File: config.mk
export PLATFORM = sky130hd
export DESIGN_NAME = exec_core
export DESIGN_NICKNAME = d
export VERILOG_FILES = /design/src/design/isa_pkg.sv /design/src/design/alu_pkg.sv /design/src/design/register_file.sv /design/src/design/instr_decoder.sv /design/src/design/alu_unit.sv /design/src/design/exec_core.sv
export VERILOG_INCLUDE_DIRS = /design/src /design/src/include
export SDC_FILE = /design/constraint.sdc
export NUM_CORES = 2
export LEC_CHECK = 0
export BUFFER_PORTS_ARGS = -buffer_cell sky130_fd_sc_hd__buf_4
export CAP_MARGIN = 20
export CORE_MARGIN = 2
export CORE_UTILIZATION = 60
export CTS_CLUSTER_DIAMETER = 150
export DETAILED_ROUTE_END_ITERATION = 8
export PLACE_DENSITY_LB_ADDON = 0.05
export SETUP_SLACK_MARGIN = 0.02
export SLEW_MARGIN = 20
export SYNTH_ARGS = -nofsm -noshare
export SYNTH_HDL_FRONTEND = slang
export SYNTH_SLANG_ARGS = --single-unit
File: constraint.sdc
create_clock -name clk -period 7.9 [get_ports clk]
set_input_delay 0.79 -clock clk [delete_from_list [all_inputs] [get_ports clk]]
set_output_delay 0.79 -clock clk [all_outputs]
set_load 0.05 [all_outputs]
File: src/include/core_config.svh
`ifndef CORE_CONFIG_SVH
`define CORE_CONFIG_SVH

//////////////////////////////////////////////////
// Datapath and register bank dimensions
//////////////////////////////////////////////////

// Width of a data word and of an instruction
`define XLEN 32

// Number of architectural registers
`define REG_COUNT 32

//////////////////////////////////////////////////
// Register contents loaded on reset
//////////////////////////////////////////////////

// Registers 0 to 7
`define REG_PRESET_0 4
`define REG_PRESET_1 2
`define REG_PRESET_2 2
`define REG_PRESET_3 4
`define REG_PRESET_4 7
`define REG_PRESET_5 1
`define REG_PRESET_6 1
`define REG_PRESET_7 2
// Higher registers come up as zero

`endif

File: src/design/isa_pkg.sv
package isa_pkg;

	// Register index as carried in an instruction
	typedef logic [4:0] reg_idx_t;

	// Primary opcodes, MIPS encoding
	typedef enum logic [5:0]
	{
		OPC_RTYPE = 6'h00,
		OPC_ADDI  = 6'h08,
		OPC_SLTI  = 6'h0a,
		OPC_ANDI  = 6'h0c,
		OPC_ORI   = 6'h0d
	} opcode_t;

	// Funct field of R-type words
	typedef enum logic [5:0]
	{
		FN_ADD = 6'h20,
		FN_SUB = 6'h22,
		FN_AND = 6'h24,
		FN_OR  = 6'h25,
		FN_XOR = 6'h26,
		FN_SLT = 6'h2a
	} funct_t;

	typedef struct packed
	{
		opcode_t    opcode;
		reg_idx_t   rs;
		reg_idx_t   rt;
		reg_idx_t   rd;
		logic [4:0] shamt;
		funct_t     funct;
	} r_fmt_t;

	typedef struct packed
	{
		opcode_t     opcode;
		reg_idx_t    rs;
		reg_idx_t    rt;
		logic [15:0] imm;
	} i_fmt_t;

	// One instruction word, viewed as either format
	typedef union packed
	{
		r_fmt_t r;
		i_fmt_t i;
	} instr_u;

endpackage

File: src/design/alu_pkg.sv
package alu_pkg;

	//////////////////////////////////////////////////
	// ALU control
	//////////////////////////////////////////////////

	// Operations the ALU can perform
	typedef enum logic [2:0]
	{
		ALU_ADD,
		ALU_SUB,
		ALU_AND,
		ALU_OR,
		ALU_XOR,
		ALU_SLT
	} alu_op_t;

	// Source of the second operand
	typedef enum logic
	{
		OPB_REG,
		OPB_IMM
	} opb_sel_t;

endpackage

File: src/design/register_file.sv
`timescale 1ns/10ps
`include "core_config.svh"

module register_file
	import isa_pkg::*;
(
	input  logic             clk,
	input  logic             rst,
	input  reg_idx_t         ra1,
	input  reg_idx_t         ra2,
	input  reg_idx_t         wa,
	input  logic [`XLEN-1:0] wd,
	input  logic             we,
	input  reg_idx_t         dbg_addr,
	output logic [`XLEN-1:0] rd1,
	output logic [`XLEN-1:0] rd2,
	output logic [`XLEN-1:0] dbg_data
);

	// Register 0 is writable like any other
	logic [`XLEN-1:0] bank [`REG_COUNT];

	// Reset value of one register
	function automatic logic [`XLEN-1:0] preset_value(input int unsigned idx);
		logic [`XLEN-1:0] val;
		case (idx)
			0: val = `REG_PRESET_0;
			1: val = `REG_PRESET_1;
			2: val = `REG_PRESET_2;
			3: val = `REG_PRESET_3;
			4: val = `REG_PRESET_4;
			5: val = `REG_PRESET_5;
			6: val = `REG_PRESET_6;
			7: val = `REG_PRESET_7;
			default: val = '0;
		endcase
		return val;
	endfunction

	//////////////////////////////////////////////////
	// Write port and preset load
	//////////////////////////////////////////////////
	always_ff @(posedge clk)
	begin
		if (rst)
		begin
			for (int i = 0; i < `REG_COUNT; i++)
			begin
				bank[i] <= preset_value(i);
			end
		end
		else if (we)
		begin
			bank[wa] <= wd;
		end
	end

	//////////////////////////////////////////////////
	// Read ports
	//////////////////////////////////////////////////

	// Operand reads
	assign rd1 = bank[ra1];
	assign rd2 = bank[ra2];

	// Debug view, unaffected by the handshake
	assign dbg_data = bank[dbg_addr];

endmodule

File: src/design/instr_decoder.sv
`timescale 1ns/10ps

module instr_decoder
	import isa_pkg::*, alu_pkg::*;
(
	input  instr_u      instr,
	output alu_op_t     alu_op,
	output opb_sel_t    opb_sel,
	output reg_idx_t    dest,
	output logic [15:0] imm,
	output logic        imm_zext,
	output logic        illegal
);

	r_fmt_t r_word;
	i_fmt_t i_word;

	// Both views of the same word
	assign r_word = instr.r;
	assign i_word = instr.i;

	// Immediate field; ignored by R-type
	assign imm = i_word.imm;

	always_comb
	begin
		// I-type defaults with sign extension
		alu_op   = ALU_ADD;
		opb_sel  = OPB_IMM;
		dest     = i_word.rt;
		imm_zext = 1'b0;
		illegal  = 1'b0;

		case (i_word.opcode)
			OPC_RTYPE:
			begin
				// Register operands, result to rd
				opb_sel = OPB_REG;
				dest    = r_word.rd;
				case (r_word.funct)
					FN_ADD: alu_op = ALU_ADD;
					FN_SUB: alu_op = ALU_SUB;
					FN_AND: alu_op = ALU_AND;
					FN_OR:  alu_op = ALU_OR;
					FN_XOR: alu_op = ALU_XOR;
					FN_SLT: alu_op = ALU_SLT;
					default: illegal = 1'b1;
				endcase
			end
			OPC_ADDI:
			begin
				alu_op = ALU_ADD;
			end
			OPC_SLTI:
			begin
				alu_op = ALU_SLT;
			end
			// Logical immediates are zero extended
			OPC_ANDI:
			begin
				alu_op   = ALU_AND;
				imm_zext = 1'b1;
			end
			OPC_ORI:
			begin
				alu_op   = ALU_OR;
				imm_zext = 1'b1;
			end
			default:
			begin
				illegal = 1'b1;
			end
		endcase
	end

endmodule

File: src/design/alu_unit.sv
`timescale 1ns/10ps
`include "core_config.svh"

module alu_unit
	import alu_pkg::*;
(
	input  logic [`XLEN-1:0] opa,
	input  logic [`XLEN-1:0] opb_reg,
	input  logic [15:0]      imm,
	input  logic             imm_zext,
	input  opb_sel_t         opb_sel,
	input  alu_op_t          alu_op,
	output logic [`XLEN-1:0] y
);

	logic [`XLEN-1:0] imm_ext;
	logic [`XLEN-1:0] opb;
	logic             lt;

	//////////////////////////////////////////////////
	// Second operand
	//////////////////////////////////////////////////
	always_comb
	begin
		if (imm_zext)
		begin
			imm_ext = {{(`XLEN-16){1'b0}}, imm};
		end
		else
		begin
			imm_ext = {{(`XLEN-16){imm[15]}}, imm};
		end
	end

	assign opb = (opb_sel == OPB_IMM) ? imm_ext : opb_reg;

	// Signed compare for SLT and SLTI
	assign lt = $signed(opa) < $signed(opb);

	//////////////////////////////////////////////////
	// Operation
	//////////////////////////////////////////////////
	always_comb
	begin
		case (alu_op)
			// Add and subtract wrap modulo 2^XLEN
			ALU_ADD: y = opa + opb;
			ALU_SUB: y = opa - opb;
			ALU_AND: y = opa & opb;
			ALU_OR:  y = opa | opb;
			ALU_XOR: y = opa ^ opb;
			ALU_SLT: y = {{(`XLEN-1){1'b0}}, lt};
			default: y = '0;
		endcase
	end

endmodule

File: src/design/exec_core.sv
`timescale 1ns/10ps
`include "core_config.svh"

module exec_core
	import isa_pkg::*, alu_pkg::*;
(
	input  logic             clk,
	input  logic             rst,
	input  logic [`XLEN-1:0] instr,
	input  logic             instr_req,
	input  reg_idx_t         dbg_addr,
	output logic             instr_ack,
	output logic [`XLEN-1:0] result,
	output logic             illegal,
	output logic [`XLEN-1:0] dbg_data
);

	typedef enum logic [1:0]
	{
		ST_IDLE,
		ST_EXEC,
		ST_RELEASE
	} state_t;

	state_t state;
	instr_u instr_q;
	logic   accept;

	logic [`XLEN-1:0] rd1;
	logic [`XLEN-1:0] rd2;
	logic [`XLEN-1:0] alu_y;
	alu_op_t          dec_alu_op;
	opb_sel_t         dec_opb_sel;
	reg_idx_t         dec_dest;
	logic [15:0]      dec_imm;
	logic             dec_imm_zext;
	logic             dec_illegal;
	logic             reg_we;

	// New request only once the previous ack has dropped
	assign accept = (state == ST_IDLE) && instr_req && !instr_ack;

	// Commit only legal instructions
	assign reg_we = (state == ST_EXEC) && !dec_illegal;

	//////////////////////////////////////////////////
	// Handshake FSM
	//////////////////////////////////////////////////
	always_ff @(posedge clk)
	begin
		if (rst)
		begin
			state     <= ST_IDLE;
			instr_ack <= 1'b0;
			result    <= '0;
			illegal   <= 1'b0;
		end
		else
		begin
			case (state)
				ST_IDLE:
				begin
					instr_ack <= 1'b0;
					if (accept)
					begin
						state <= ST_EXEC;
					end
				end
				ST_EXEC:
				begin
					// Register write lands on this same edge
					instr_ack <= 1'b1;
					result    <= alu_y;
					illegal   <= dec_illegal;
					state     <= ST_RELEASE;
				end
				ST_RELEASE:
				begin
					// Hold outputs until the host lets go
					if (!instr_req)
					begin
						state <= ST_IDLE;
					end
				end
				default:
				begin
					state <= ST_IDLE;
				end
			endcase
		end
	end

	// Instruction latch
	always_ff @(posedge clk)
	begin
		if (accept)
		begin
			instr_q <= instr;
		end
	end

	//////////////////////////////////////////////////
	// Datapath
	//////////////////////////////////////////////////
	register_file regs_i (
		.clk      (clk),
		.rst      (rst),
		.ra1      (instr_q.r.rs),
		.ra2      (instr_q.r.rt),
		.wa       (dec_dest),
		.wd       (alu_y),
		.we       (reg_we),
		.dbg_addr (dbg_addr),
		.rd1      (rd1),
		.rd2      (rd2),
		.dbg_data (dbg_data)
	);

	instr_decoder dec_i (
		.instr    (instr_q),
		.alu_op   (dec_alu_op),
		.opb_sel  (dec_opb_sel),
		.dest     (dec_dest),
		.imm      (dec_imm),
		.imm_zext (dec_imm_zext),
		.illegal  (dec_illegal)
	);

	alu_unit alu_i (
		.opa      (rd1),
		.opb_reg  (rd2),
		.imm      (dec_imm),
		.imm_zext (dec_imm_zext),
		.opb_sel  (dec_opb_sel),
		.alu_op   (dec_alu_op),
		.y        (alu_y)
	);

endmodule

==> results list <==
- In this run the vertical extent of the chip is 340 um.
* Nets: 4761
* DRC violation count after routing: 0
* Buffering stage count on the worst path with inverters included: 1
* Crit path largest cell delay: 0.84 ns
- The tree built by TritonCTS fans out to 1102 sinks.
- Relative to the synthesized area, the layout overhead comes to 9.94%.
- Number of global-route vias before repair: 47562
- Tcrit/Tclk final: 88.0%
- Logic depth of the worst setup path including buffers: 14
* Worst setup slack after layout: 0.952 ns
- Nets in the synthesized netlist: 4860
- Cell with the largest stage delay on the worst path: a31oi_4
* Global placer's final weighted congestion: 1.03
- The synthesized netlist occupies a cell area of 0.0678 mm2.
* Number of cells traversed by the worst hold path: 1
- Setup total negative slack on the finished layout was measured at 0 ns.
* Post-synthesis sequential area ratio: 48.1%
- The worst register-to-register path has a depth of 14.
- Die footprint: 0.116 mm2
- After synthesis, the netlist uses 86 different library cells.
- Sum of overflow across all layers after global routing: 0
* Most frequent standard cell in the layout excluding fill and tap cells: nor2_1
* Overall routing resource usage: 46.9%
- The first global-routing pass estimated 371000 um of wire.
* Most used cells in the layout excluding fill and tap cells: nor2_1 (1143), edfxtp_1 (1056), mux4_2 (960), buf_4 (244), a21oi_1 (119)
- Maximum fanout encountered on the critical timing path: 37
- Buffer depth of the longest clock path: 3
- Slew @ Worst Pin: 1.25 ns
- TritonCTS created 115 clock buffers.
- The flow ran to the end, and the final reports show no timing, DRC or antenna violations.
* Max-cap violation count: 0
- DPL Wire Length: 152000 um
* Number of placement rows: 123
* Ports placed on the boundary: 106
* Post CTS Setup Buffer Count: 0
* Critical Setup Path Class: reg2reg
* H-tree Lvls: 3
* Most repeated library cell on the critical path: mux4_2
- Start point of the worst hold path: instr[6]
* Detailed Route Iter0 Violations: 8534
* Number of I/O port buffers: 105
- Walking the worst path, the cells encountered are buf_12, mux4_2, mux4_2, mux2i_1, ha_1, nand2b_1, o21bai_1, a2111oi_4, o21ai_2, a2111oi_2, nor4_1, or4_4, a31oi_4, nor2_1.
- Element type at the critical path end: flop
- Final slew viol count: 0
- Dividing the detail-routed wire length by the instance count gives 43.2 um.
- Once detail routing completed, the nets flagged for antenna violations numbered 0.
- Setup violators final: 0
- TritonCTS built the clock tree.
- Worst Clk Skew: 0.0456 ns
* Share of flip-flops with an asynchronous set or reset: 0%
- Data required, critical path: 8.36 ns
- Post-Synthesis Cells: 4720
- Clk slew on worst S/H paths: 0.07 ns
- Static leakage: 25.9 nW
* Count of vias placed by the detailed router: 49436
* Number of antenna violations at the first check in global routing: 15
- The floorplan step set the die width to 340 um.
- Post-layout min period: 6.95 ns
* Worst hold-check path type: in2reg
* Resized cells post-CTS: 0
- Maximum number of pins on one net before global-route repair: 101
* Syn Area/Cell: 14.4 um2
* Number of buffers added to fix hold violations after cts: 0
- Measured against its own limit, the worst slew margin works out to 16.4%.
- For this run, the detailed router's first-pass iteration total came to 8.
- Post-synth EDFFs: 1056
- Insertion delay of the later-clocked pin in the worst-skew pair: 0.76 ns
* Via-to-Cell Ratio: 7.94
- Unrepaired setup endpoints after global routing: false
* Flip-flop and latch count after synthesis: 1102
- Once the floorplan was initialized, standard cells occupied 60.3% of the core.
* Maximum clock frequency: 144 MHz
* Clock Tree Root: clkbuf_16
- For the worst setup path, the data arrival time is 7.40 ns.
* Cell type group with the largest total delay on the critical path: compound AO/OA/AOI/OAI gates
- Pre-CTS setup slack: 1.14 ns
- Predominant post-synthesis flop cell: edfxtp_1
- The routed design has 269000 um of wire.
* Final hold violation count: 0
- IR analysis of the VDD net gives a maximum drop of 226 uV.
- Number of fillers in the final layout: 8021
- Crit path launch type: flop
- Total number of yosys warnings: 0
- The floorplan step defined a core boundary enclosing 0.112 mm2.
* Share of layout cells above drive strength 1: 33.9%
* Power per standard cell area: 244 mW/mm2
-- cell usage after synthesis (39+ instances only) --
library cell  number  area, um2
inv_1            102        383
dfxtp_1           46        921
nand2_1          107        402
a211oi_1          47        353
clkbuf_1         340       1280
o21ai_0           53        265
ha_1              98       1230
mux4_2           960      21600
mux2i_1           39        390
a21oi_1          128        641
buf_2             55        275
nand2b_1          46        288
nor2_1          1146       4300
buf_1             93        349
mux2_2            73        822
edfxtp_1        1056      31700
-- cells by family after synthesis --
| family | synth area share, % |
|---|---|
| compound gates | 3.98 |
| xor+xnor | 0.207 |
| fa+ha+maj | 1.87 |
| buf+inv | 3.43 |
| flops | 48.1 |
| mux | 33.7 |
| simple gates | 8.68 |
-- worst paths after layout --
kind	to	slack (ns)
setup reg to reg	regs_i.bank[11][20]	0.95
setup / recovery	regs_i.bank[11][20]	0.95
hold reg to reg	flop	0.48
hold / removal	instr_q[6]	0.21
-- per-stage QoR --
| step | power (mW) | hold slack, ns | cell area, um2 | utilization [%] | std cells |
|---|---|---|---|---|---|
| final | 18.2 | 0.209 | 74500 | 66.3 | 6227 |
| after global routing | 18.6 | 0.215 | 74500 | 66.3 | 6217 |
| after CTS | 18.0 | 0.203 | 74400 | 66.2 | 6214 |
| after detailed placement | 12.6 | 0.460 | 70700 | 62.9 | 6001 |
| after global placement | 12.5 | 0.462 | 70600 | 62.9 | 6000 |
| after floorplan | 10.6 | 0.449 | 67800 | - | 4720 |
-- report_power, final --
part / internal, mW / switching [mW] / total (mW)
registers: 6.61 / 0.262 / 6.88
clock network: 3.10 / 2.43 / 5.53
logic: 2.04 / 3.77 / 5.81
total: 11.8 / 6.46 / 18.2
-- area by class of cell --
| type | instances | area (um2) | share of cell area (%) |
|---|---|---|---|
| Multi-Input combinational cell | 3024 | 33300 | 44.7 |
| Sequential cell | 1102 | 32700 | 43.8 |
| Clock buffer | 144 | 3060 | 4.11 |
| Timing Repair Buffer | 276 | 2480 | 3.33 |
| Tap cell | 1500 | 1880 | 2.52 |
| Clock inverter | 69 | 681 | 0.913 |
| Inverter | 102 | 383 | 0.514 |
| Antenna cell | 10 | 25.0 | 0.0336 |
-- per-layer routing --
| layer | wire length [um] | global-route usage (%) | up-vias |
|---|---|---|---|
| li1 | - | - | 18461 |
| met1 | 89900 | 62.5 | 25183 |
| met2 | 115000 | 65.7 | 4765 |
| met3 | 46200 | 20.2 | 1017 |
| met4 | 17500 | 25.3 | 10 |
| met5 | 101 | 0 | - |
-- flip-flops by register name, indices dropped and copies added (netlist names), named ones only --
register	flops
regs_i.bank	1024
illegal	1
state	2
instr_q	32
instr_ack	1
result	32
Note: power is estimated with default switching activity, not from simulation.
